[config.mk]
export PLATFORM = sky130hd
export DESIGN_NAME = bus_arbiter
export DESIGN_NICKNAME = d
export VERILOG_FILES = /design/src/common/soc_pkg.sv /design/src/logic/bus_arbiter.sv
export SDC_FILE = /design/constraint.sdc
export NUM_CORES = 1
export LEC_CHECK = 0
export BUFFER_PORTS_ARGS = -buffer_cell sky130_fd_sc_hd__buf_4
export CELL_PAD_IN_SITES_DETAIL_PLACEMENT = 0
export CELL_PAD_IN_SITES_GLOBAL_PLACEMENT = 1
export CORE_AREA = 2 2 127 129
export DETAILED_ROUTE_END_ITERATION = 7
export DIE_AREA = 0 0 129 131
export PLACE_DENSITY = 0.67
export SYNTH_ARGS = -nofsm -noshare
export SYNTH_HDL_FRONTEND = slang
export SYNTH_SLANG_ARGS = --single-unit
[constraint.sdc]
create_clock -name clk_i -period 2.2 [get_ports clk_i]
set_input_delay 0.66 -clock clk_i [delete_from_list [all_inputs] [get_ports clk_i]]
set_output_delay 0.66 -clock clk_i [all_outputs]
set_load 0.03 [all_outputs]
[src/common/soc_pkg.sv]
// Single-beat 32-bit bus only; mtime and mtimecmp are 32 bits, RAM window length set at top level
`default_nettype none

package soc_pkg;

    // ------------------------------
    // Bus widths
    // ------------------------------
    localparam int unsigned ADDR_WIDTH = 32;
    localparam int unsigned DATA_WIDTH = 32;
    localparam int unsigned BE_WIDTH   = DATA_WIDTH / 8;

    // ------------------------------
    // Address map
    // ------------------------------
    localparam logic [ADDR_WIDTH-1:0] ROM_BASE     = 32'h0001_0000;
    localparam logic [ADDR_WIDTH-1:0] ROM_LENGTH   = 32'h0000_1000;
    localparam logic [ADDR_WIDTH-1:0] CLINT_BASE   = 32'h0200_0000;
    localparam logic [ADDR_WIDTH-1:0] CLINT_LENGTH = 32'h0001_0000;
    localparam logic [ADDR_WIDTH-1:0] RAM_BASE     = 32'h8000_0000;

    // Offsets inside the timer window
    localparam logic [15:0] MSIP_OFFSET     = 16'h0000;
    localparam logic [15:0] MTIMECMP_OFFSET = 16'h4000;
    localparam logic [15:0] MTIME_OFFSET    = 16'hBFF8;

    // Upper half of every boot ROM word
    localparam logic [15:0] ROM_TAG = 16'hb007;

    typedef enum logic {
        MST_CORE = 1'b0,
        MST_DBG  = 1'b1
    } mst_id_t;

    typedef enum logic [1:0] {
        TGT_NONE,
        TGT_ROM,
        TGT_RAM,
        TGT_CLINT
    } target_e;

    typedef struct packed {
        logic [ADDR_WIDTH-1:0] addr;
        logic                  we;
        logic [BE_WIDTH-1:0]   be;
        logic [DATA_WIDTH-1:0] wdata;
        mst_id_t               mst;
    } bus_req_t;

    typedef struct packed {
        logic [DATA_WIDTH-1:0] rdata;
        logic                  err;
        mst_id_t               mst;
    } bus_rsp_t;

    // Replace only the byte lanes whose enable is set
    function automatic logic [DATA_WIDTH-1:0] merge_be(
        input logic [DATA_WIDTH-1:0] old_data,
        input logic [DATA_WIDTH-1:0] new_data,
        input logic [BE_WIDTH-1:0]   be
    );
        logic [DATA_WIDTH-1:0] result;
        result = old_data;
        for (int b = 0; b < BE_WIDTH; b++) begin
            if (be[b]) begin
                result[8*b +: 8] = new_data[8*b +: 8];
            end
        end
        return result;
    endfunction

endpackage

`default_nettype wire
[src/logic/bus_arbiter.sv]
// Two masters only; ready is raised only for a valid, granted request, responses routed by tag
`timescale 1ns/100ps
`default_nettype none

module bus_arbiter (
    input  logic              clk_i,
    input  logic              reset_i,
    input  soc_pkg::bus_req_t core_req_i,
    input  logic              core_req_valid_i,
    output logic              core_req_ready_o,
    input  soc_pkg::bus_req_t dbg_req_i,
    input  logic              dbg_req_valid_i,
    output logic              dbg_req_ready_o,
    output soc_pkg::bus_req_t bus_req_o,
    output logic              bus_req_valid_o,
    input  logic              bus_req_ready_i,
    input  soc_pkg::bus_rsp_t bus_rsp_i,
    input  logic              bus_rsp_valid_i,
    output logic              bus_rsp_ready_o,
    output soc_pkg::bus_rsp_t core_rsp_o,
    output logic              core_rsp_valid_o,
    input  logic              core_rsp_ready_i,
    output soc_pkg::bus_rsp_t dbg_rsp_o,
    output logic              dbg_rsp_valid_o,
    input  logic              dbg_rsp_ready_i
);

    soc_pkg::mst_id_t last_q;
    logic             pick_dbg;
    logic             rsp_to_dbg;

    // ------------------------------
    // Request side
    // ------------------------------
    // Debug wins alone, or when core had the last handshake
    assign pick_dbg = dbg_req_valid_i &
                      (~core_req_valid_i | (last_q == soc_pkg::MST_CORE));

    always_comb begin
        bus_req_o     = pick_dbg ? dbg_req_i : core_req_i;
        bus_req_o.mst = pick_dbg ? soc_pkg::MST_DBG : soc_pkg::MST_CORE;
    end

    assign bus_req_valid_o  = core_req_valid_i | dbg_req_valid_i;
    assign core_req_ready_o = core_req_valid_i & ~pick_dbg & bus_req_ready_i;
    assign dbg_req_ready_o  = pick_dbg & bus_req_ready_i;

    always_ff @(posedge clk_i) begin
        if (reset_i) begin
            last_q <= soc_pkg::MST_DBG;
        end else if (bus_req_valid_o && bus_req_ready_i) begin
            last_q <= bus_req_o.mst;
        end
    end

    // ------------------------------
    // Response side
    // ------------------------------
    assign rsp_to_dbg = (bus_rsp_i.mst == soc_pkg::MST_DBG);

    assign core_rsp_o       = bus_rsp_i;
    assign dbg_rsp_o        = bus_rsp_i;
    assign core_rsp_valid_o = bus_rsp_valid_i & ~rsp_to_dbg;
    assign dbg_rsp_valid_o  = bus_rsp_valid_i & rsp_to_dbg;
    assign bus_rsp_ready_o  = rsp_to_dbg ? dbg_rsp_ready_i : core_rsp_ready_i;

endmodule

`default_nettype wire

# Word-level counts from Yosys, hierarchy flattened

Index checks and enable logic that the tools add are counted.

Logic and storage cells: 17
Input bits: 182
Register bits after elaboration: 1
Output and inout bits: 144

Bitwise logic cells: 12
Multiplexer cells: 3
Reduce and logical (&&, ||, !) cells: 1

Operators by type and width:

| operator          | number |
|---|---|
| $mux 70           | 1 |
| $and 1x1->1       | 6 |
| $not 1->1         | 4 |
| $mux 1            | 2 |
| $or 1x1->1        | 2 |
| $logic_and 1x1->1 | 1 |

# Depth between registers and ports, before layout

Word-level depth: 6
Gate-level depth with buffers: 3
Mapped depth without buffers: 2

# Worst setup path after synthesis

OpenSTA, ideal clock, no wires.

Path kind: input port to output port
From: in dbg_req_valid_i
To: out bus_req_o[30] (netlist name)
Data required time: 1.540 ns
Arrival time: 1.582 ns
Slack: -0.042 ns
Path buffers: 1
Stages on the path: 3
Cells stage by stage: a21boi_4 -> buf_4 -> mux2_2

RTL lines:

| item        | line              | text |
|---|---|---|
| from (decl) | bus_arbiter.sv:12 | `input logic dbg_req_valid_i,` |
| to (decl)   | bus_arbiter.sv:14 | `output soc_pkg::bus_req_t bus_req_o,` |

==> reports/results.txt <==
The first global-routing pass estimated 9330 um of wire. For the worst-skew pair, the clock arrives at the later sink with an insertion delay of 0 ns. The run gives 46 as the standard-cell row count. Clock-pin slew was measured on the worst setup and hold paths at 0 ns. The tools report the total of endpoints with negative setup slack in the final report as 70. The data required time at the worst endpoint came out at 1.54 ns.

Summed over all cells, the static leakage comes to 1.85 nW. The register containing the most flip-flops in the final layout is last_q. The die boundary width came out at 129 um. The die covers 16,900 um^2. The number of enable-type register cells in the synthesized netlist works out to 0. For the total count of max-transition violations in the final report, the log shows 0. The tool flagged a number of max-cap violations equal to 0.

In this run the worst hold path is classified as flip-flop to flip-flop. Data arrives at the worst endpoint at 1.77 ns. Input and output buffers added on the ports amount to 224.

Global routing finished with a remaining overflow of 0. The largest registers in the layout are last_q: 1 flops. The first TritonRoute pass finished after 4 iterations. For this block, the initial DRC count from the detailed router was 14.

The kind of start point of the critical path was a primary input. The area share of the largest cell type after synthesis was 0.490. The antenna diode instance count is 0, and the layout overhead on the synthesized area is 147%. The run gives 0.0717 as the total global routing track utilization. The area of the mapped netlist is 1470 um^2. The checks that failed: negative setup slack. The async set-or-reset flop fraction in the synthesized netlist was 0; the number of buffers inserted by hold repair at cts was 0.

The run gives 0.233 as the utilization of the core after routing. Ranked by instance count, the synthesized netlist is headed by 71 x sky130_fd_sc_hd__buf_4, 64 x sky130_fd_sc_hd__mux2_2, 6 x sky130_fd_sc_hd__mux2_1, 5 x sky130_fd_sc_hd__buf_6. Averaged over all synthesized cells, the footprint is 9.36 um^2. The run gives 326 as the number of top-level design ports. In this run the standard cell core region covers 15,600 um^2.

The largest fanout on the critical path was 6; the total nets after synthesis was 339. The number of flip-flops and latches in the synthesized netlist was 1; the starting density of the core was 0.0943. The flip-flop count of the largest register, all copies and words added is 1, and the worst slew slack as a fraction of its limit is 0.880. The maximum number of pins on one net before global-route repair was 26. The logs give 1,684 for the via count of the first global-routing pass and 0 for the final hold violation count. Post-detailed-route via-to-cell ratio: 3.28. The final layout contains 507 nets.

The multi-input combinational cells in the finished layout cover a total of 1070 um^2. For this design the ratio of total power to cell area is 306 nW/um^2. After detailed routing, the number of remaining DRC violations is 0. Maximum clock frequency: 411 MHz. Across the routed clock network, the largest skew measured is 0 ns. In the synthesized netlist the dominant register cell turns out to be sky130_fd_sc_hd__dfxtp_1. The sequential cells in the finished layout cover a total of 20.0 um^2. By area the synthesized netlist is led by sky130_fd_sc_hd__mux2_2 49%, sky130_fd_sc_hd__buf_4 36%, sky130_fd_sc_hd__mux2_1 4.6%.

Wires add up to 8820 um. The post-DP HPWL is 6240 um. The final route contains 1,767 vias.

The sequential area share after synthesis came out at 0.0136. The worst setup path is of the primary input to output port kind. The height of the die was 131 um. In the final routed layout, each cell accounts on average for 16.4 um.

The run gives 0 as the initial antenna violation count. The gate count of the mapped netlist was 157. The worst setup path is captured at an output port. VDD sags by at most 0.0912 mV. The biggest area contributor in the post-synthesis netlist is sky130_fd_sc_hd__mux2_2. The share of final-layout standard cells stronger than drive strength 1 came out at 0.975. For the setup slack after layout, the log shows -0.235 ns. The distinct cell type count of the synthesized netlist is 13.

In this run the remaining antenna-violating nets after routing total 0. The flow ran to the end, but the final reports show violations. The measured slew at the worst slew-check pin was 0.180 ns; the number of filler instances in the final layout was 1,691.

The fraction of the cycle the final worst path needs came out at 1.11. Final RePlAce weighted congestion: 0.731. Timing analysis after detailed placement gives a worst setup slack of -0.317 ns. The run gives 0 as the number of warnings reported in the yosys synthesis log.

The most common cell in the synthesized netlist is sky130_fd_sc_hd__buf_4. Setup repair after global routing could not meet its margin everywhere. The post-layout minimum cycle time came out at 2.43 ns.
-- cell type report --
class                      count  share of cell area
timing repair buffer         242               0.625
tap                          216              0.0744
sequential                     1             0.00551
multi-input combinational     79               0.294
inverter                       1             0.00103
-- where the power goes --
group	switching [mW]	leakage [nW]	internal [mW]
Clock	0	0	0
Sequential	0.00186	0.00831	0.0199
Combinational	0.478	1.84	0.612
Total	0.479	1.85	0.632
-- per-stage QoR --
step | hold slack (ns) | power [mW] | TNS (ns) | area (um^2) | cells
6_report | 0.592 | 1.11 | -13.22 | 3630 | 539
5_1_grt | 0.641 | 1.16 | -15.86 | 3630 | 539
4_1_cts | 0.606 | 0.902 | -15.49 | 2990 | 529
3_5_place_dp | 0.597 | 0.867 | -17.94 | 2890 | 525
3_3_place_gp | 0.591 | 0.862 | -17.37 | 2890 | 525
2_1_floorplan | 0.564 | 0.694 | -1.27 | 1480 | 157
-- cells in the final DEF, fill, tap and decap left out, types with 2 or more instances in the layout --
| master | synthesis | routed |
|---|---|---|
| sky130_fd_sc_hd__mux2_4 | 0 | 56 |
| sky130_fd_sc_hd__buf_8 | 0 | 2 |
| sky130_fd_sc_hd__clkbuf_16 | 0 | 6 |
| sky130_fd_sc_hd__buf_12 | 0 | 2 |
| sky130_fd_sc_hd__nor2b_1 | 2 | 2 |
| sky130_fd_sc_hd__buf_6 | 5 | 77 |
| sky130_fd_sc_hd__buf_4 | 71 | 154 |
| sky130_fd_sc_hd__mux2_2 | 64 | 14 |
-- logic make-up after synthesis --
logic type             count (synthesis)  synth area share
AND/OR/NAND/NOR                        6            0.0238
AO/OA/AOI/OAI                          3            0.0230
flip-flops                             1            0.0136
multiplexers                          70             0.536
buffers and inverters                 77             0.403
-- what timing repair did --
item,4_1_cts,5_1_grt
resized for setup,14,121
gates cloned,1,9
buffers inserted,3,1
pin swaps,1,2
setup endpoints to repair,70,70
-- worst max-delay path: stages --
cell and delay (ns):
sky130_fd_sc_hd__buf_8 0.10, sky130_fd_sc_hd__a21boi_4 0.19, sky130_fd_sc_hd__buf_6 0.17, sky130_fd_sc_hd__clkbuf_16 0.16, sky130_fd_sc_hd__mux2_2 0.34, sky130_fd_sc_hd__buf_6 0.14
-- routing by layer --
layer | share of wire | vias up | track usage
met5 | 0 | - | 0
met4 | 0.013 | 0 | 0.0134
met3 | 0.10 | 19 | 0.0171
met2 | 0.54 | 133 | 0.156
met1 | 0.34 | 807 | 0.0664
li1 | - | 808 | -
-- path summary, 6_finish.rpt --
check,startpoint,slack [ns],endpoint,depth (start not counted)
worst max register to register,last_q,1.34,last_q,2
worst min-delay path,last_q,0.59,last_q,1
worst max-delay path,core_req_valid_i,-0.23,bus_req_o[7],6
worst min register to register,last_q,0.59,last_q,1
(Power assumes the default switching activity.)
