<file path="src/common/soc_pkg.sv">
// Single-beat 32-bit bus only; mtime and mtimecmp are 32 bits, RAM window length set at top level
`default_nettype none

package soc_pkg;

    // ------------------------------
    // Bus widths
    // ------------------------------
    localparam int unsigned ADDR_WIDTH = 32;
    localparam int unsigned DATA_WIDTH = 32;
    localparam int unsigned BE_WIDTH   = DATA_WIDTH / 8;

    // ------------------------------
    // Address map
    // ------------------------------
    localparam logic [ADDR_WIDTH-1:0] ROM_BASE     = 32'h0001_0000;
    localparam logic [ADDR_WIDTH-1:0] ROM_LENGTH   = 32'h0000_1000;
    localparam logic [ADDR_WIDTH-1:0] CLINT_BASE   = 32'h0200_0000;
    localparam logic [ADDR_WIDTH-1:0] CLINT_LENGTH = 32'h0001_0000;
    localparam logic [ADDR_WIDTH-1:0] RAM_BASE     = 32'h8000_0000;

    // Offsets inside the timer window
    localparam logic [15:0] MSIP_OFFSET     = 16'h0000;
    localparam logic [15:0] MTIMECMP_OFFSET = 16'h4000;
    localparam logic [15:0] MTIME_OFFSET    = 16'hBFF8;

    // Upper half of every boot ROM word
    localparam logic [15:0] ROM_TAG = 16'hb007;

    typedef enum logic {
        MST_CORE = 1'b0,
        MST_DBG  = 1'b1
    } mst_id_t;

    typedef enum logic [1:0] {
        TGT_NONE,
        TGT_ROM,
        TGT_RAM,
        TGT_CLINT
    } target_e;

    typedef struct packed {
        logic [ADDR_WIDTH-1:0] addr;
        logic                  we;
        logic [BE_WIDTH-1:0]   be;
        logic [DATA_WIDTH-1:0] wdata;
        mst_id_t               mst;
    } bus_req_t;

    typedef struct packed {
        logic [DATA_WIDTH-1:0] rdata;
        logic                  err;
        mst_id_t               mst;
    } bus_rsp_t;

    // Replace only the byte lanes whose enable is set
    function automatic logic [DATA_WIDTH-1:0] merge_be(
        input logic [DATA_WIDTH-1:0] old_data,
        input logic [DATA_WIDTH-1:0] new_data,
        input logic [BE_WIDTH-1:0]   be
    );
        logic [DATA_WIDTH-1:0] result;
        result = old_data;
        for (int b = 0; b < BE_WIDTH; b++) begin
            if (be[b]) begin
                result[8*b +: 8] = new_data[8*b +: 8];
            end
        end
        return result;
    endfunction

endpackage

`default_nettype wire
</file>
<file path="src/memory/boot_rom.sv">
// Contents are computed from the word index, not loaded; writes are refused with an error
`timescale 1ns/100ps
`default_nettype none

module boot_rom (
    input  logic                           clk_i,
    input  logic                           sel_i,
    input  soc_pkg::bus_req_t              req_i,
    output logic [soc_pkg::DATA_WIDTH-1:0] rdata_o,
    output logic                           err_o
);

    localparam int unsigned OFS_W  = $clog2(soc_pkg::BE_WIDTH);
    localparam int unsigned WORD_W = $clog2(soc_pkg::ROM_LENGTH / soc_pkg::BE_WIDTH);

    logic [WORD_W-1:0] word_idx;
    logic [15:0]       low_half;

    assign word_idx = req_i.addr[WORD_W+OFS_W-1:OFS_W];
    assign low_half = 16'(word_idx);

    // Tag in the upper half, word index in the lower half
    always_ff @(posedge clk_i) begin
        if (sel_i) begin
            err_o <= req_i.we;
            if (req_i.we) begin
                rdata_o <= '0;
            end else begin
                rdata_o <= {soc_pkg::ROM_TAG, low_half};
            end
        end
    end

endmodule

`default_nettype wire

</file>
<file path="config.mk">
export PLATFORM = sky130hd
export DESIGN_NAME = boot_rom
export DESIGN_NICKNAME = d
export VERILOG_FILES = /design/src/common/soc_pkg.sv /design/src/memory/boot_rom.sv
export SDC_FILE = /design/constraint.sdc
export NUM_CORES = 1
export LEC_CHECK = 0
export CORE_AREA = 2 2 41 43
export DETAILED_ROUTE_END_ITERATION = 7
export DIE_AREA = 0 0 43 45
export DONT_BUFFER_PORTS = 1
export SKIP_LAST_GASP = 1
export SLEW_MARGIN = 20
export SYNTH_ARGS = -nofsm -noshare
export SYNTH_HDL_FRONTEND = slang
export SYNTH_SLANG_ARGS = --single-unit
</file>
<file path="constraint.sdc">
create_clock -name clk_i -period 0.8 [get_ports clk_i]
set_input_delay 0.04 -clock clk_i [delete_from_list [all_inputs] [get_ports clk_i]]
set_output_delay 0.04 -clock clk_i [all_outputs]
set_load 0.1 [all_outputs]
</file>
Word-level counts from Yosys, hierarchy flattened
Index checks and enable logic that the tools add are counted.
{"block": "totals", "reg_bits": 33, "in_bits": 72, "out_inout_bits": 33, "elab_cells": 4}
{"block": "classes", "mux": 1}
{"op": "two-way mux 32 bit", "count": 1}

Depth between registers and ports, before layout
Gate-level depths: netlist of run 1.
{"block": "depth", "ltp_word": 1, "mapped_depth": 2, "depth_no_buf": 1}

Worst setup path before layout of run 1
No wires, ideal clock.
{"block": "synth_timing", "path_type": "flip-flop to output port", "startpoint": "register, netlist name rdata_o[29]", "endpoint": "output rdata_o[17] (netlist name)", "t_arrival_ns": 1.414, "required_time_ns": 0.760, "path_slack_ns": -0.654, "path_stages_with_launch": 2, "n_path_buf": 1, "cell_sequence": "edfxtp_1 buf_4"}
{"item": "end, declared", "line_no": "boot_rom.sv:9", "rtl": "output logic [soc_pkg::DATA_WIDTH-1:0] rdata_o,"}

==> results.cfg, run 1 <==
[placement]
placed_area_um2 = 857
dpl.hpwl_um = 670
portBuffers = 0
globalplace.congestion = 0.524
numPlacedInstances = 71
dp_slack_ns = -0.0970

[setup_path]
arrival_ns = 1.10
startpoint = rdata_o[29]$_DFFE_PP_
crit_chain = buf_4 -> buf_12
slowest_stage = edfxtp_1
critPathMaxFanout = 3
cp-start-kind = flop
cp-end-kind = output pin
cp_data_required_time_ns = 0.76
slowest_delay_ns = 0.47
criticalPathCategory = flop to output pin

[routing]
num_vias = 344
drc = 0
dr.pass1.iters = 2
routedWlPerCell_um = 11.2
wl_um = 948
antenna_left = 0
drt_iter0_drc = 2
via_per_inst = 4.05

[grt]
antenna_found_initial = 0
track_usage_pct = 11.1
grt_pass1_vias = 343
grt_pass1_wl_um = 1410
grt_max_degree = 13
gr-total-overflow = 0

[floorplan]
core_um2 = 1470
row_count = 14
die_y_um = 45
io_pins = 105
design.die.area_um2 = 1940
start_util_pct = 43.1
die_w_um = 43

[timing]
relSlewSlack_pct = 56.5
hold_viol_final = 12
setup_ws_ns = -0.342
slew_viol_final = 0
grt_setup_unrepaired = true
finalSetupViolCount = 17
timing.fmax_ghz = 0.876
worst_pin_slew_ns = 0.653
min_period_over_period_pct = 143
fin_hold_ws_ns = -0.121
fin_crit_ns = 1.14

[final_layout]
fin_util_pct = 67.3
drive_gt1_share_pct = 42.0
design_area_um2 = 990
layoutNonFillerInstCount = 85
final_nets = 143
syn_to_final_growth_pct = 56.0
antennaDiodeCount = 0

[clocking]
htree_levels = 1
clock-sinks = 12
tritoncts = built
cts_buffer_depth = 2
numCtsBuffers = 3
ctsHoldBuffers = 11
cts.clk_slew.worst_paths_ns = 0.07
clockRootBuffer = clkbuf_4

[synth]
synth_cells = 46
ys_seq_area_share_pct = 56.8
ys_warn_count = 0
post_synth_num_cell_types = 8
syn_avg_cell_area_um2 = 13.8
netlist_area_um2 = 634
ys_ff_latch = 12

[job]
cap_viol_max_count = 0

[hold_path]
hold_class = primary input to flop
hold_path_startpoint = sel_i
hold_depth = 0
holdPathEnd = rdata_o[0]$_SDFFCE_PP0P_

[pwr]
p_per_area_nw_per_um2 = 2340
power.total_uw = 2320
power_leakage_uw = 0.000432
peakVddDrop_uv = 1220

[run_status]
violations = negative hold slack, negative setup slack
status = finished with violations
[registers in the layout (all words and copies together), names as in the netlist]
signal,count
err_o,1
rdata_o,11
[kinds of logic (layout without fill, tap and decap cells)]
| kind of cell | Yosys count | after routing | synth area share [%] |
|---|---|---|---|
| buf+inv | 23 | 31 | 27.2 |
| simple gates | 10 | 10 | 15.4 |
| flops | 12 | 12 | 56.8 |
| other cells | 1 | 16 | 0.591 |
[how the worst max path moves through the flow]
| stage | end | cells after the start |
|---|---|---|
| detailed placement | rdata_o[28] | 2 |
| CTS | rdata_o[28] | 2 |
| global placement | rdata_o[29] | 2 |
| floorplan | rdata_o[17] | 1 |
| finish | rdata_o[28] | 2 |
| global route | rdata_o[29] | 2 |
[report_power, final]
| part | leakage, µW | switching [µW] | internal, µW | total [µW] |
|---|---|---|---|---|
| Combinational | 0.000303 | 880 | 290 | 1170 |
| Clock | 0.0000138 | 185 | 174 | 358 |
| Sequential | 0.000116 | 41.4 | 750 | 792 |
[Yosys cell counts]
cell type | n | share of area [%]
buf_6 | 1 | 1.8
edfxtp_1 | 12 | 57
conb_1 | 1 | 0.59
buf_4 | 21 | 25
inv_1 | 1 | 0.59
nor2b_2 | 7 | 9.7
and2b_2 | 1 | 1.4
nor2b_4 | 2 | 4.3
[cell type report]
cell class	count	area, µm²
Clock buffer	3	22.5
Fill cell	110	482
Inverter	1	3.75
Multi-Input combinational cell	26	158
Sequential cell	12	360
Tap cell	16	20.0
Timing Repair Buffer	27	425
[worst max-delay path, delay by kind of cell, from the launching register on]
| family | cells | cell delay [ns] |
|---|---|---|
| buffers and inverters | 2 | 0.36 |
| flip-flops | 1 | 0.47 |
[routing by layer]
layer / vias to the layer above / GRT usage (%) / share of wire [%]
li1: 158 / - / -
met1: 155 / 6.48 / 22
met2: 31 / 22.7 / 65
met3: 0 / 5.60 / 14
met4: 0 / 9.09 / 0
met5: - / 0 / 0
[per-stage QoR]
step	hold slack (ns)	TNS [ns]
floorplan	0.139	-5.00
global placement	0.140	-0.379
detailed placement	0.140	-0.469
CTS	-0.137	-6.38
global route	-0.147	-3.82
finish	-0.121	-3.09
[layout by cell type (no fill, tap or decap)]
cell	Yosys	layout
nor2b_2	7	7
buf_4	21	1
dlygate4sd3_1	0	10
dlymetal6s4s_1	0	1
nor2b_4	2	2
and2b_2	1	1
edfxtp_1	12	12
inv_1	1	1
clkbuf_4	0	3
clkbuf_16	0	1
buf_12	0	14
conb_1	1	16
[what timing repair did]
action,in CTS,in global routing
setup endpoints to repair,17,28
resized for setup,0,2
hold endpoints to repair,24,12
buffers inserted,0,0
No activity file was read; power rests on OpenSTA's default activity.
==> run 2: changes to the inputs <==
CAP_MARGIN = 15   (was not set)
SLEW_MARGIN = not set   (was 20)
clock period = 1.4 ns   (was 0.8 ns; I/O delays follow)
==> results.cfg, run 2 (synthesis gave the netlist of run 1 again) <==
[run_status]
status = finished clean

[hold_path]
hold_class = primary input to flop
hold_path_startpoint = req_i[47]

[final_layout]
antennaDiodeCount = 0
final_nets = 135
regArea_um2 = 360
syn_to_final_growth_pct = 19.1
nFillCells = 134
largest_register_ffs = 11
final_cell_mix = 16 x conb_1, 12 x edfxtp_1, 12 x buf_4, 7 x nor2b_2, 5 x dlygate4sd3_1
final_common_cell = conb_1
multi_input_area_um2 = 158
reg_top3 = rdata_o (11), err_o (1)
drive_gt1_share_pct = 43.5
design_area_um2 = 756
top_register = rdata_o

[routing]
drc = 0
via_per_inst = 4.00
drt_iter0_drc = 0
dr.pass1.iters = 1
wl_um = 819
antenna_left = 0
num_vias = 312
routedWlPerCell_um = 10.5

[pwr]
power_leakage_uw = 0.000331
peakVddDrop_uv = 648
p_per_area_nw_per_um2 = 1630
power.total_uw = 1230

[setup_path]
critPathBufInv = 1
critPathMaxFanout = 4
cp-start-kind = flop
cp-end-kind = output pin
crit_chain = buf_12
slowest_delay_ns = 0.50
criticalPathCategory = flop to output pin
crit_family = flip-flops
slowest_stage = edfxtp_1
arrival_ns = 1.21
cp_data_required_time_ns = 1.33
startpoint = rdata_o[29]$_DFFE_PP_

[timing]
grt_setup_unrepaired = false
worst_pin_slew_ns = 0.632
slew_viol_final = 0
fin_crit_ns = 1.28
hold_viol_final = 0
min_period_over_period_pct = 91.6
finalSetupViolCount = 0
timing.fmax_ghz = 0.779
fin_hold_ws_ns = 0.0128
relSlewSlack_pct = 57.7
setup_ws_ns = 0.117

[grt]
grt_pass1_vias = 291
track_usage_pct = 8.75
grt_max_degree = 13
busiest_layer = met2
use_met3_pct = 4.40
antenna_found_initial = 0
gr-total-overflow = 0
use_met2_pct = 16.1
met1_usage_pct = 8.29
grt_pass1_wl_um = 1190

[clocking]
cts_buffer_depth = 2
htree_levels = 1
numCtsBuffers = 3
tritoncts = built
clock-sinks = 12
cts.clk_slew.worst_paths_ns = 0.07
cts_setup_buffers = 0
clockRootBuffer = clkbuf_4

[floorplan]
die_w_um = 43
row_count = 14
design.die.area_um2 = 1940
core_um2 = 1470
io_pins = 105
die_y_um = 45
start_util_pct = 43.1

[job]
cap_viol_max_count = 0

[placement]
dpl.hpwl_um = 622
globalplace.congestion = 0.541
portBuffers = 0
dp_slack_ns = 0.395
placed_area_um2 = 679
-- run 2: cell count changes in the layout (fill, tap and decap cells not counted), sizes merged --
cell / change
dlygate4sd3: -5
dlymetal6s4s: -1
clkbuf: -1
clkinv: +1
buf: -1
-- run 2: metal layers --
metal	part of all wire [%]	routed length, µm
met1	32	258
met2	53	438
met3	15	122
met4	0	0
met5	0	0
-- run 2: power breakdown --
group          internal [µW]  leakage, µW  switching (µW)
registers                427     0.000116            11.3
clock network            103    0.0000154             109
logic                   77.2     0.000200             502
-- run 2: area by class of cell --
class	count	area share, %
Timing Repair Buffer	19	24.8
Clock inverter	1	0.497
Multi-Input combinational cell	26	20.9
Tap cell	16	2.65
Inverter	1	0.497
Clock buffer	3	2.98
Sequential cell	12	47.7
-- run 2: path summary, 6_finish.rpt --
kind / end / cells past startpoint / slack (ns)
worst max-delay path: rdata_o[18] / 1 / 0.12
worst min-delay path: rdata_o[7]$_SDFFCE_PP0P_ / 1 / 0.01
-- run 2: stage by stage --
step | std cells | utilization, % | TNS [ns]
2_1_floorplan | 61 | - | -0.422
3_3_place_gp | 69 | 46.2 | 0
3_5_place_dp | 69 | 46.2 | 0
4_1_cts | 78 | 51.4 | 0
5_1_grt | 78 | 51.4 | 0
6_report | 78 | 51.4 | 0
-- run 2: repair_timing --
item	CTS	global route
endpoints found under the setup margin	0	0
hold buffers	5	0
resized for setup	0	0
hold endpoints to repair	23	0
==> run 3: changes to the inputs <==
ABC_AREA = 1   (was not set)
CORE_AREA = 2 2 40 42   (was 2 2 41 43)
DIE_AREA = 0 0 42 44   (was 0 0 43 45)
MAX_ROUTING_LAYER = met4   (was not set)
==> results.cfg, run 3 <==
[run_status]
status = finished clean

[synth]
synth_ff_type = edfxtp_1
async_flop_share_pct = 0
syn_avg_cell_area_um2 = 10.9
post_synth_num_cell_types = 6
synth_top_cell_by_area = edfxtp_1
netlist_area_um2 = 612
synth_top_area_share_pct = 58.9
ys_seq_area_share_pct = 58.9
synth_cells = 56
ys_ff_latch = 12
synth_most_common_cell = buf_4
synth-edff-count = 12
synthTopCellsByCount = 21 x buf_4, 12 x edfxtp_1, 11 x inv_1
synthTopCellsByArea = edfxtp_1 59%, buf_4 26%, inv_1 6.7%
ys_warn_count = 0

[grt]
grt_pass1_wl_um = 1160
grt_pass1_vias = 309
track_usage_pct = 9.58
gr-total-overflow = 0
grt_max_degree = 13
antenna_found_initial = 0

[final_layout]
antennaDiodeCount = 0
final_nets = 149
largest_register_ffs = 11
design_area_um2 = 769
final_common_cell = conb_1
final_cell_mix = 16 x conb_1, 12 x edfxtp_1, 12 x buf_4, 11 x inv_1, 10 x nor2_1
syn_to_final_growth_pct = 25.8
reg_top3 = rdata_o (11), err_o (1)
fin_util_pct = 54.2
drive_gt1_share_pct = 22.7
top_register = rdata_o

[setup_path]
arrival_ns = 1.20
cp_data_required_time_ns = 1.33
criticalPathCategory = flop to output pin
critPathBufInv = 1
slowest_stage = edfxtp_1
cp-end-kind = output pin
crit_family = flip-flops
slowest_delay_ns = 0.49
cp-start-kind = flop
crit_chain = buf_12
critPathMaxFanout = 4

[timing]
grt_setup_unrepaired = false
finalSetupTns_ns = 0
fin_hold_ws_ns = 0.00589
worst_pin_slew_ns = 0.505
hold_viol_final = 0
slew_viol_final = 0
min_period_over_period_pct = 90.9
finalSetupViolCount = 0
relSlewSlack_pct = 66.2
fin_crit_ns = 1.27
setup_ws_ns = 0.127
timing.fmax_ghz = 0.786

[job]
cap_viol_max_count = 0

[clocking]
cts.clk_slew.worst_paths_ns = 0.06
clockRootBuffer = clkbuf_4
htree_levels = 1
cts_buffer_depth = 2
clock-sinks = 12
numCtsBuffers = 3
tritoncts = built
cts_resized = 0

[routing]
wl_um = 832
via_per_inst = 3.76
drc = 0
antenna_left = 0
routedWlPerCell_um = 9.14
num_vias = 342
dr.pass1.iters = 3
drt_iter0_drc = 2

[floorplan]
core_um2 = 1420
die_y_um = 44
io_pins = 105
die_w_um = 42
design.die.area_um2 = 1850
row_count = 14
start_util_pct = 43.1

[placement]
globalplace.congestion = 0.593
portBuffers = 0
placed_area_um2 = 657
dpl.hpwl_um = 569
dp_slack_ns = 0.405

[pwr]
peakVddDrop_uv = 693
power_leakage_uw = 0.000377
p_per_area_nw_per_um2 = 1590

[hold_path]
hold_class = primary input to flop
## run 3: stage by stage
stage / cells / power (µW)
after floorplan: 71 / 986
after global placement: 79 / 995
after detailed placement: 79 / 997
after CTS: 91 / 1230
after global routing: 91 / 1250
final: 91 / 1220
## run 3: final timing paths
path | start | endpoint | cells after the start
setup / recovery | rdata_o[29]$_DFFE_PP_ | rdata_o[31] | 1
hold / removal | req_i[49] | rdata_o[9]$_SDFFCE_PP0P_ | 2
## run 3: report_power, final
part,internal (µW),switching [µW]
clock network,99.3,105
logic,76.1,504
registers,427,11.8
total,602,620
## run 3: metal layers
layer / vias to the layer above / part of all wire, % / track usage (%)
met3: 2 / 10 / 2.92
li1: 168 / - / -
met1: 154 / 31 / 7.82
met4: 0 / 1.4 / 10.3
met5: - / 0 / -
met2: 18 / 58 / 16.3
## run 3: area by class of cell
| type | instances | area (µm²) |
|---|---|---|
| Inverter | 11 | 41.3 |
| Fill cell | 130 | 649 |
| Timing Repair Buffer | 23 | 228 |
| Clock buffer | 3 | 22.5 |
| Sequential cell | 12 | 360 |
| Multi-Input combinational cell | 26 | 97.6 |
| Tap cell | 16 | 20.0 |
## run 3: cells by family (layout without fill, tap and decap cells)
| family | count (synthesis) | count (layout) | synth area share, % |
|---|---|---|---|
| DFF | 12 | 12 | 58.9 |
| and+or+nand+nor | 10 | 10 | 6.14 |
| other | 1 | 16 | 0.613 |
| buffers and inverters | 33 | 37 | 34.4 |
## run 3: what timing repair did
action,in CTS,in global routing
buffers inserted,0,0
hold buffers,9,0
hold endpoints to repair,24,0
