**src/common/soc_pkg.sv**
```systemverilog
// Single-beat 32-bit bus only; mtime and mtimecmp are 32 bits, RAM window length set at top level
`default_nettype none

package soc_pkg;

    // ------------------------------
    // Bus widths
    // ------------------------------
    localparam int unsigned ADDR_WIDTH = 32;
    localparam int unsigned DATA_WIDTH = 32;
    localparam int unsigned BE_WIDTH   = DATA_WIDTH / 8;

    // ------------------------------
    // Address map
    // ------------------------------
    localparam logic [ADDR_WIDTH-1:0] ROM_BASE     = 32'h0001_0000;
    localparam logic [ADDR_WIDTH-1:0] ROM_LENGTH   = 32'h0000_1000;
    localparam logic [ADDR_WIDTH-1:0] CLINT_BASE   = 32'h0200_0000;
    localparam logic [ADDR_WIDTH-1:0] CLINT_LENGTH = 32'h0001_0000;
    localparam logic [ADDR_WIDTH-1:0] RAM_BASE     = 32'h8000_0000;

    // Offsets inside the timer window
    localparam logic [15:0] MSIP_OFFSET     = 16'h0000;
    localparam logic [15:0] MTIMECMP_OFFSET = 16'h4000;
    localparam logic [15:0] MTIME_OFFSET    = 16'hBFF8;

    // Upper half of every boot ROM word
    localparam logic [15:0] ROM_TAG = 16'hb007;

    typedef enum logic {
        MST_CORE = 1'b0,
        MST_DBG  = 1'b1
    } mst_id_t;

    typedef enum logic [1:0] {
        TGT_NONE,
        TGT_ROM,
        TGT_RAM,
        TGT_CLINT
    } target_e;

    typedef struct packed {
        logic [ADDR_WIDTH-1:0] addr;
        logic                  we;
        logic [BE_WIDTH-1:0]   be;
        logic [DATA_WIDTH-1:0] wdata;
        mst_id_t               mst;
    } bus_req_t;

    typedef struct packed {
        logic [DATA_WIDTH-1:0] rdata;
        logic                  err;
        mst_id_t               mst;
    } bus_rsp_t;

    // Replace only the byte lanes whose enable is set
    function automatic logic [DATA_WIDTH-1:0] merge_be(
        input logic [DATA_WIDTH-1:0] old_data,
        input logic [DATA_WIDTH-1:0] new_data,
        input logic [BE_WIDTH-1:0]   be
    );
        logic [DATA_WIDTH-1:0] result;
        result = old_data;
        for (int b = 0; b < BE_WIDTH; b++) begin
            if (be[b]) begin
                result[8*b +: 8] = new_data[8*b +: 8];
            end
        end
        return result;
    endfunction

endpackage

`default_nettype wire
```
**src/timer/clint_timer.sv**
```systemverilog
// Single hart; 32-bit mtime is read-only and wraps, rtc_i must be slower than half of clk_i
`timescale 1ns/100ps
`default_nettype none

module clint_timer (
    input  logic                           clk_i,
    input  logic                           reset_i,
    input  logic                           rtc_i,
    input  logic                           sel_i,
    input  soc_pkg::bus_req_t              req_i,
    output logic [soc_pkg::DATA_WIDTH-1:0] rdata_o,
    output logic                           ipi_o,
    output logic                           timer_irq_o
);

    logic [2:0]                     rtc_q;
    logic                           rtc_rise;
    logic                           msip_q;
    logic [soc_pkg::DATA_WIDTH-1:0] mtimecmp_q;
    logic [soc_pkg::DATA_WIDTH-1:0] mtime_q;
    logic                           irq_q;
    logic [15:0]                    ofs;
    logic                           wr;

    assign ofs = req_i.addr[15:0];
    assign wr  = sel_i & req_i.we;

    // ------------------------------
    // RTC synchronizer and counter
    // ------------------------------
    // Two sync flops then one for edge detect
    always_ff @(posedge clk_i) begin
        if (reset_i) begin
            rtc_q <= '0;
        end else begin
            rtc_q <= {rtc_q[1:0], rtc_i};
        end
    end

    assign rtc_rise = rtc_q[1] & ~rtc_q[2];

    always_ff @(posedge clk_i) begin
        if (reset_i) begin
            mtime_q <= '0;
        end else if (rtc_rise) begin
            mtime_q <= mtime_q + 1'b1;
        end
    end

    // ------------------------------
    // Register file
    // ------------------------------
    always_ff @(posedge clk_i) begin
        if (reset_i) begin
            msip_q     <= 1'b0;
            mtimecmp_q <= '1;
        end else if (wr) begin
            if (ofs == soc_pkg::MSIP_OFFSET && req_i.be[0]) begin
                msip_q <= req_i.wdata[0];
            end
            if (ofs == soc_pkg::MTIMECMP_OFFSET) begin
                mtimecmp_q <= soc_pkg::merge_be(mtimecmp_q, req_i.wdata, req_i.be);
            end
        end
    end

    always_ff @(posedge clk_i) begin
        if (sel_i) begin
            case (ofs)
                soc_pkg::MSIP_OFFSET:     rdata_o <= {{(soc_pkg::DATA_WIDTH-1){1'b0}}, msip_q};
                soc_pkg::MTIMECMP_OFFSET: rdata_o <= mtimecmp_q;
                soc_pkg::MTIME_OFFSET:    rdata_o <= mtime_q;
                default:                  rdata_o <= '0;
            endcase
        end
    end

    // Compare registered one cycle behind the counters
    always_ff @(posedge clk_i) begin
        if (reset_i) begin
            irq_q <= 1'b0;
        end else begin
            irq_q <= (mtime_q >= mtimecmp_q);
        end
    end

    assign ipi_o       = msip_q;
    assign timer_irq_o = irq_q;

endmodule

`default_nettype wire

```
**config.mk**
```make
export PLATFORM = sky130hd
export DESIGN_NAME = clint_timer
export DESIGN_NICKNAME = d
export VERILOG_FILES = /design/src/common/soc_pkg.sv /design/src/timer/clint_timer.sv
export SDC_FILE = /design/constraint.sdc
export NUM_CORES = 1
export LEC_CHECK = 0
export ABC_AREA = 0
export BUFFER_PORTS_ARGS = -buffer_cell sky130_fd_sc_hd__buf_2
export CORE_AREA = 2 2 100 102
export CTS_BUF_LIST = sky130_fd_sc_hd__clkbuf_8
export DETAILED_ROUTE_END_ITERATION = 16
export DIE_AREA = 0 0 102 104
export GPL_TIMING_DRIVEN = 1
export PLACE_DENSITY = 0.84
export SYNTH_ARGS = -nofsm -noshare
export SYNTH_HDL_FRONTEND = slang
export SYNTH_SLANG_ARGS = --single-unit
```
**constraint.sdc**
```tcl
create_clock -name clk_i -period 3.9 [get_ports clk_i]
set_input_delay 0.39 -clock clk_i [delete_from_list [all_inputs] [get_ports clk_i]]
set_output_delay 0.39 -clock clk_i [all_outputs]
set_load 0.005 [all_outputs]
```
; Word-level counts from Yosys, hierarchy flattened
; Cells that the tools add are included.
[totals]
regBits = 101
in_bits = 74
output_inout_bits = 34
[classes]
n_mux = 1
n_eq_ne = 2
add_sub_neg = 1
magnitude_cmp = 1
bitwise = 3
n_reduce_logical = 7
[ops]
columns = op, n
row1 = 32-bit case mux with 3 select lines, 1
row2 = "32-bit by 1-bit adder with 32-bit output, second input constant", 1
row3 = 32-bit greater-or-equal comparator, 1
row4 = "16-bit by 15-bit == test with 1-bit output, second input constant", 1
row5 = "16-bit == test, second input constant", 1
row6 = 16-bit zero test, 1
row7 = 3-bit AND reduction, 4
row8 = 1-bit AND, 2
row9 = 2-bit AND reduction, 1
row10 = 1-bit logical AND, 1
row11 = 1-bit inverter, 1

; Depth between registers and ports, before layout
; Gate-level depths: netlist of the first run.
[depth]
ltp_word = 3
ltp_mapped = 7
depth_no_buf = 7

; Least setup slack after synthesis of the first run
; OpenSTA, ideal clock, no wires.
[synth_timing]
kind = register -> register
start = register mtime_q[0] in the netlist's numbering
end = register mtime_q[28] in the netlist's numbering
t_required_ns = 3.841
arrival_time_ns = 1.747
path_stages_with_launch = 7
path_slack_ns = 2.094
n_path_buf = 0
cell_sequence = dfxtp_1 > ha_1 > nand4b_1 > nor4_4 > nand2_2 > or4_1 > nand2_1
[synth_via]
elab_chain_len = 1
[synth_rtl]
columns = item, line
row1 = start: declaration, clint_timer.sv:20  ; logic [soc_pkg::DATA_WIDTH-1:0] mtime_q;
row2 = start signal: assignment, clint_timer.sv:46  ; mtime_q <= mtime_q + 1'b1;
row3 = 32-bit by 1-bit adder with 32-bit output, clint_timer.sv:46
; Every way passes these cells.
; A chain may end at the register's enable or synchronous reset.

; Worst setup path in the final report of the first run
[layout_timing]
start = input port req_i[43] in the netlist's numbering
end = register mtimecmp_q[4] in the netlist's numbering
[layout_via]
elab_chain_len = 2
[layout_rtl]
columns = item, line
row1 = start: declaration, clint_timer.sv:10  ; input soc_pkg::bus_req_t req_i,
row2 = 16-bit by 15-bit == test with 1-bit output, clint_timer.sv:61  ; if (ofs == soc_pkg::MTIMECMP_OFFSET) begin
row3 = 3-bit AND reduction (no line), -
row4 = end signal: assignment, clint_timer.sv:62  ; mtimecmp_q <= soc_pkg::merge_be(mtimecmp_q, req_i.wdata, req_i.be);
row5 = end: declaration, clint_timer.sv:19  ; logic [soc_pkg::DATA_WIDTH-1:0] mtimecmp_q;
; Every way passes these cells.

==> impl_metrics.py, run 1 <==
metrics = {
    "synthesis": {
        "synth-edff-count": 32,
        "yosys_register_bits": 101,
        "synthesis.area_um2": 4950,
        "yosys.area.top_type_share": 0.279,
        "dominantRegCellSynth": "dfxtp_1",
        "syn-num-nets": 617,
        "yosys_warnings": 0,
        "synth_cell_types": 51,
        "syn_inst": 510,
        "synth_area_per_cell_um2": 9.70,
        "synth_top_area_cell": "dfxtp_1",
        "ys_seq_area_frac": 0.473,
        "synth.area.top_cells": "dfxtp_1 28%, edfxtp_1 19%, ha_1 8.3%",
        "synthArstFlopShare": 0,
    },
    "floorplanning": {
        "die_w_um": 102,
        "rows": 36,
        "initial_core_util": 0.518,
        "dieArea_um2": 10600,
        "die_y_um": 104,
        "coreArea_um2": 9550,
        "io_pins": 108,
    },
    "timing": {
        "finClkSkew_ns": 0.0126,
        "fmax_mhz": 460,
        "holdWs_ns": 0.243,
        "rsz0062_at_grt": "no",
        "hold_violations": 0,
        "slew_headroom": 0.301,
        "timing.final.ws_setup_ns": 1.73,
        "setup_viol_count_final": 0,
        "layout_min_cycle_time_ns": 2.17,
        "final-max-slew-violation-count": 0,
        "fin_crit_sh": 0.557,
        "tightest_slew_ns": 1.05,
        "fin_tns_setup_ns": 0,
    },
    "drt": {
        "via_count": 4080,
        "route.detailed.drc": 0,
        "dr.first_iter.drc_count": 236,
        "wl_per_cell_um": 15.3,
        "ant_nets": 0,
        "firstDrtPassIters": 5,
        "vias_per_cell": 5.60,
        "drt_wl_total_um": 11100,
    },
    "critical_path": {
        "critPathLaunchType": "input pin",
        "worstPathArrival_ns": 2.44,
        "cpMaxStageDelayCell": "and2_1",
        "slowest_delay_ns": 0.71,
        "required_ns": 4.17,
        "r2r_cells": 6,
        "crit_path_end_kind": "register",
        "crit_fanout": 24,
        "crit_type": "input pin to register",
        "path_cells": "buf_2 -> nor4_1 -> and4_1 -> and2_1 -> a21oi_1 -> a311o_1",
    },
    "power": {
        "pwr_density_cell_nw_per_um2": 321,
        "ir_worst_vdd_uv": 145,
        "p_leak_nw": 2.73,
    },
    "flow_run": {
        "cap_violations": 0,
    },
    "cts": {
        "root_buffer": "clkbuf_8",
        "cts_hold_buf": 0,
        "cts_setup_buffers": 0,
        "cts_tree": "built",
        "clock-sinks": 101,
        "htreeDepth": 3,
        "cts_buffers": 9,
        "clk_path_buf_depth": 2,
        "cts.clk_slew.worst_paths_ns": 0.10,
        "clock_latency_ns": 0.37,
        "cts_resized": 0,
    },
    "global_route": {
        "grt-busiest-layer": "met2",
        "grt_pass1_vias": 3985,
        "grt_max_degree": 64,
        "met1_usage": 0.251,
        "grt_pass1_wl_um": 18300,
        "antenna_found_initial": 0,
        "grt_use_total": 0.216,
        "grt_overflow_total": 0,
        "use_met2": 0.382,
        "grt_util_met3": 0.0403,
    },
    "hold_path": {
        "hold-path-cell-count": 2,
        "hold_path.class": "input pin to register",
    },
    "place": {
        "hpwl_um": 7860,
        "numPortBuffers": 90,
        "dp_worst_setup_slack_ns": 1.41,
        "place_congestion": 0.874,
    },
    "finish": {
        "area_delta_synth_final_pct": 15.2,
        "antenna_cells": 0,
        "finalNetCount": 698,
        "drive_gt1_frac": 0.203,
        "fill_cells": 822,
    },
    "status": {
        "outcome": "finished, final reports clean",
    },
}
## worst max-delay path, delay by kind of cell
kind | cells | cell delay (ns)
AO/OA/AOI/OAI | 2 | 0.61
buffers and inverters | 1 | 0.10
AND/OR/NAND/NOR | 3 | 1.34
## area by class of cell
| class | instances | area [um^2] | share of cell area |
|---|---|---|---|
| clock buffer | 9 | 124 | 0.0217 |
| clock inverter | 7 | 67.6 | 0.0119 |
| tap | 133 | 166 | 0.0292 |
| multi-input combinational | 349 | 2380 | 0.418 |
| inverter | 35 | 131 | 0.0231 |
| timing repair buffer | 95 | 488 | 0.0856 |
| sequential | 101 | 2340 | 0.411 |
## sequential cells by signal, summed over array words and instances (netlist names)
signal,cells
timer_irq_o,1
mtimecmp_q,32
mtime_q,32
rdata_o,32
ipi_o,1
rtc_q,3
## placed cells by master (no fill, tap or decap), types with 16 or more instances in the layout
| cell type | n |
|---|---|
| buf_2 | 90 |
| dfxtp_1 | 69 |
| nor2_1 | 54 |
| a21oi_1 | 39 |
| inv_1 | 35 |
| ha_1 | 33 |
| a22o_1 | 32 |
| edfxtp_1 | 32 |
| nor3_1 | 28 |
| nand2_1 | 23 |
| xor2_1 | 17 |
| nand3_1 | 16 |
## where the power goes
part / total, mW / internal, mW / switching (mW)
Clock: 0.649 / 0.293 / 0.355
Combinational: 0.0818 / 0.0359 / 0.0459
Sequential: 1.10 / 1.09 / 0.00477
## metrics by stage
step | instances | area [um^2] | utilization | total power [mW]
5_1_grt | 729 | 5700 | 0.597 | 1.89
3_5_place_dp | 713 | 5510 | 0.577 | 1.20
3_3_place_gp | 713 | 5510 | 0.577 | 1.20
6_report | 729 | 5700 | 0.597 | 1.83
4_1_cts | 729 | 5700 | 0.597 | 1.83
2_1_floorplan | 510 | 4950 | - | 1.15
## routing by layer
| layer | wire [um] | part of all wire |
|---|---|---|
| met4 | 337 | 0.030 |
| met1 | 4580 | 0.41 |
| met3 | 427 | 0.038 |
| met2 | 5800 | 0.52 |
| met5 | 0 | 0 |
## cells in the mapped netlist (2+ instances only)
master	instances
o21ai_0	5
nand4_1	13
a211oi_1	2
inv_1	34
a211o_1	2
a22o_1	32
dfxtp_1	69
mux2_1	2
o21ai_1	6
nor2_1	54
and3_1	7
xnor2_1	5
and4_1	9
edfxtp_1	32
or2_2	2
a21oi_1	39
a311o_1	7
nand3b_1	3
a21o_1	3
buf_2	6
nand3_1	16
and2_1	2
nor4_1	4
clkbuf_1	18
nor3_1	28
or4_1	4
mux2i_1	2
a221oi_1	2
nor2b_1	10
nand2_1	23
xor2_1	17
ha_1	33
## path summary, 6_finish.rpt
path | startpoint | endpoint | slack, ns
max | req_i[43] | mtimecmp_q[4]$_SDFFE_PP1P_ | 1.73
min | rtc_i | rtc_q[0]$_SDFF_PP0_ | 0.24
max reg2reg | mtime_q[0]$_SDFFE_PP0P_ | mtime_q[28]$_SDFFE_PP0P_ | 1.79
min reg2reg | rtc_q[0]$_SDFF_PP0_ | rtc_q[1]$_SDFF_PP0_ | 0.46
## logic make-up (layout without fill, tap and decap cells)
kind of cell    after synthesis  in the layout  share of synthesized area
fa+ha+maj                    33             33                     0.0834
flops                       101            101                      0.473
buf+inv                      60            146                     0.0470
mux                           5              5                     0.0109
compound gates              102            102                      0.143
xor+xnor                     22             22                     0.0389
simple gates                187            187                      0.203
Note: power is estimated with default switching activity, not from simulation.
==> inputs of run 2 (changes only) <==
Clock period 3.9 ns to 2 ns, I/O delays scaled along.
==> run 2 against run 1 <==
Critical path depth increased by 1. Worst hold slack got worse by 0.20 ns. Via count increased by 2.8%. Largest power group unchanged.
==> impl_metrics.py, run 2 (synthesized netlist as in run 1, its figures left out) <==
metrics = {
    "power": {
        "ir_worst_vdd_uv": 343,
        "p_leak_nw": 2.84,
        "pwr_density_cell_nw_per_um2": 662,
    },
    "cts": {
        "cts.clk_slew.worst_paths_ns": 0.11,
        "cts_tree": "built",
        "cts_hold_buf": 0,
        "root_buffer": "clkbuf_8",
        "htreeDepth": 3,
        "clk_path_buf_depth": 2,
        "clock_latency_ns": 0.37,
        "cts_buffers": 9,
        "clock-sinks": 101,
    },
    "timing": {
        "fin_crit_sh": 0.935,
        "final-max-slew-violation-count": 0,
        "fmax_mhz": 535,
        "setup_viol_count_final": 0,
        "slew_headroom": 0.592,
        "layout_min_cycle_time_ns": 1.87,
        "holdWs_ns": 0.0439,
        "tightest_slew_ns": 0.613,
        "hold_violations": 0,
        "finClkSkew_ns": 0.0140,
    },
    "floorplanning": {
        "coreArea_um2": 9550,
        "dieArea_um2": 10600,
        "rows": 36,
        "initial_core_util": 0.518,
        "die_y_um": 104,
        "io_pins": 108,
        "die_w_um": 102,
    },
    "critical_path": {
        "crit_fanout": 5,
        "required_ns": 2.33,
        "cpMaxStageDelayCell": "dfxtp_2",
        "crit_path_end_kind": "register",
        "ff2ff_setup_slack_ns": 0.13,
        "crit_family": "simple AND/OR/NAND/NOR gates",
        "path_cells": "ha_1 -> nand4b_1 -> nor4_4 -> buf_4 -> nand2_2 -> or4_1 -> nand2_1",
        "timing.critical_path.buf_inv": 1,
        "slowest_delay_ns": 0.39,
        "crit_type": "register to register",
        "critPathLaunchType": "register",
        "worstPathArrival_ns": 2.20,
    },
    "finish": {
        "final_common_cell": "buf_2",
        "design_area_um2": 5910,
        "antenna_cells": 0,
        "reg.largest.list": "mtime_q x32, mtimecmp_q x32, rdata_o x32",
        "finalNetCount": 712,
        "final_cell_mix": "90 x buf_2, 67 x dfxtp_1, 54 x nor2_1",
        "area_delta_synth_final_pct": 19.5,
        "drive_gt1_frac": 0.230,
        "fill_cells": 785,
    },
    "global_route": {
        "grt_overflow_total": 0,
        "grt_max_degree": 48,
        "antenna_found_initial": 0,
        "grt_pass1_vias": 3989,
        "grt_use_total": 0.213,
        "grt_pass1_wl_um": 18200,
    },
    "drt": {
        "wl_per_cell_um": 14.9,
        "drt_wl_total_um": 11100,
        "via_count": 4196,
        "vias_per_cell": 5.65,
        "dr.first_iter.drc_count": 192,
        "ant_nets": 0,
        "firstDrtPassIters": 5,
        "route.detailed.drc": 0,
    },
    "place": {
        "placed_area_um2": 5640,
        "hpwl_um": 7990,
        "numPortBuffers": 90,
        "place_congestion": 0.879,
    },
    "hold_path": {
        "hold_path.class": "input pin to register",
    },
    "status": {
        "outcome": "finished, final reports clean",
    },
    "flow_run": {
        "cap_violations": 0,
    },
}
==> run 2: cell types whose count changed in the layout (fill, tap and decap cells not counted), moves of 2 or more <==
cell / delta
buf_12: +3
buf_4: +11
bufinv_16: +2
clkinv_4: -2
dfxtp_1: -2
dfxtp_2: +2
inv_6: +3
==> run 2: layout make-up <==
| cell class | count | area, um^2 | area share |
|---|---|---|---|
| Multi-Input combinational cell | 349 | 2390 | 0.404 |
| Sequential cell | 101 | 2340 | 0.397 |
| Timing Repair Buffer | 109 | 631 | 0.107 |
| Tap cell | 133 | 166 | 0.0281 |
| Clock buffer | 10 | 138 | 0.0233 |
| Inverter | 35 | 131 | 0.0222 |
| Clock inverter | 6 | 116 | 0.0197 |
==> run 2: what timing repair did <==
| action | CTS | global route |
|---|---|---|
| resized for setup | 0 | 3 |
| setup buffers | 0 | 1 |
| endpoints found under the setup margin | 0 | 6 |
| endpoints found under the hold margin | 0 | 0 |
==> run 2: worst paths after layout <==
check | startpoint | endpoint | depth (start not counted)
setup / recovery | mtime_q[1]$_SDFFE_PP0P_ | mtime_q[28]$_SDFFE_PP0P_ | 7
setup reg to reg | mtime_q[1]$_SDFFE_PP0P_ | mtime_q[28]$_SDFFE_PP0P_ | 7
hold / removal | rtc_i | rtc_q[0]$_SDFF_PP0_ | 2
hold reg to reg | rtc_q[0]$_SDFF_PP0_ | rtc_q[1]$_SDFF_PP0_ | 1
==> run 2: power breakdown <==
group          internal, mW  leakage (nW)  switching, mW
logic                0.0790          1.83         0.0906
registers              2.13         0.888        0.00837
clock network         0.879         0.128          0.725
total                  3.09          2.84          0.823
==> run 2: layer usage <==
layer,vias to the layer above,track usage,part of all wire
met2,116,0.365,0.51
met5,-,0,0
met3,42,0.0323,0.045
li1,2050,-,-
met1,1988,0.257,0.41
met4,0,0.106,0.035
==> run 2: through the flow <==
stage	cells	worst slack [ns]	utilization	setup TNS, ns	power, mW
6_report	743	0.130	0.619	0	3.91
5_1_grt	743	-0.00875	0.619	-0.00875	4.04
4_1_cts	742	0.0433	0.618	0	3.93
3_5_place_dp	726	0.0833	0.591	0	2.36
3_3_place_gp	726	0.131	0.591	0	2.35
2_1_floorplan	510	0.194	-	0	2.24
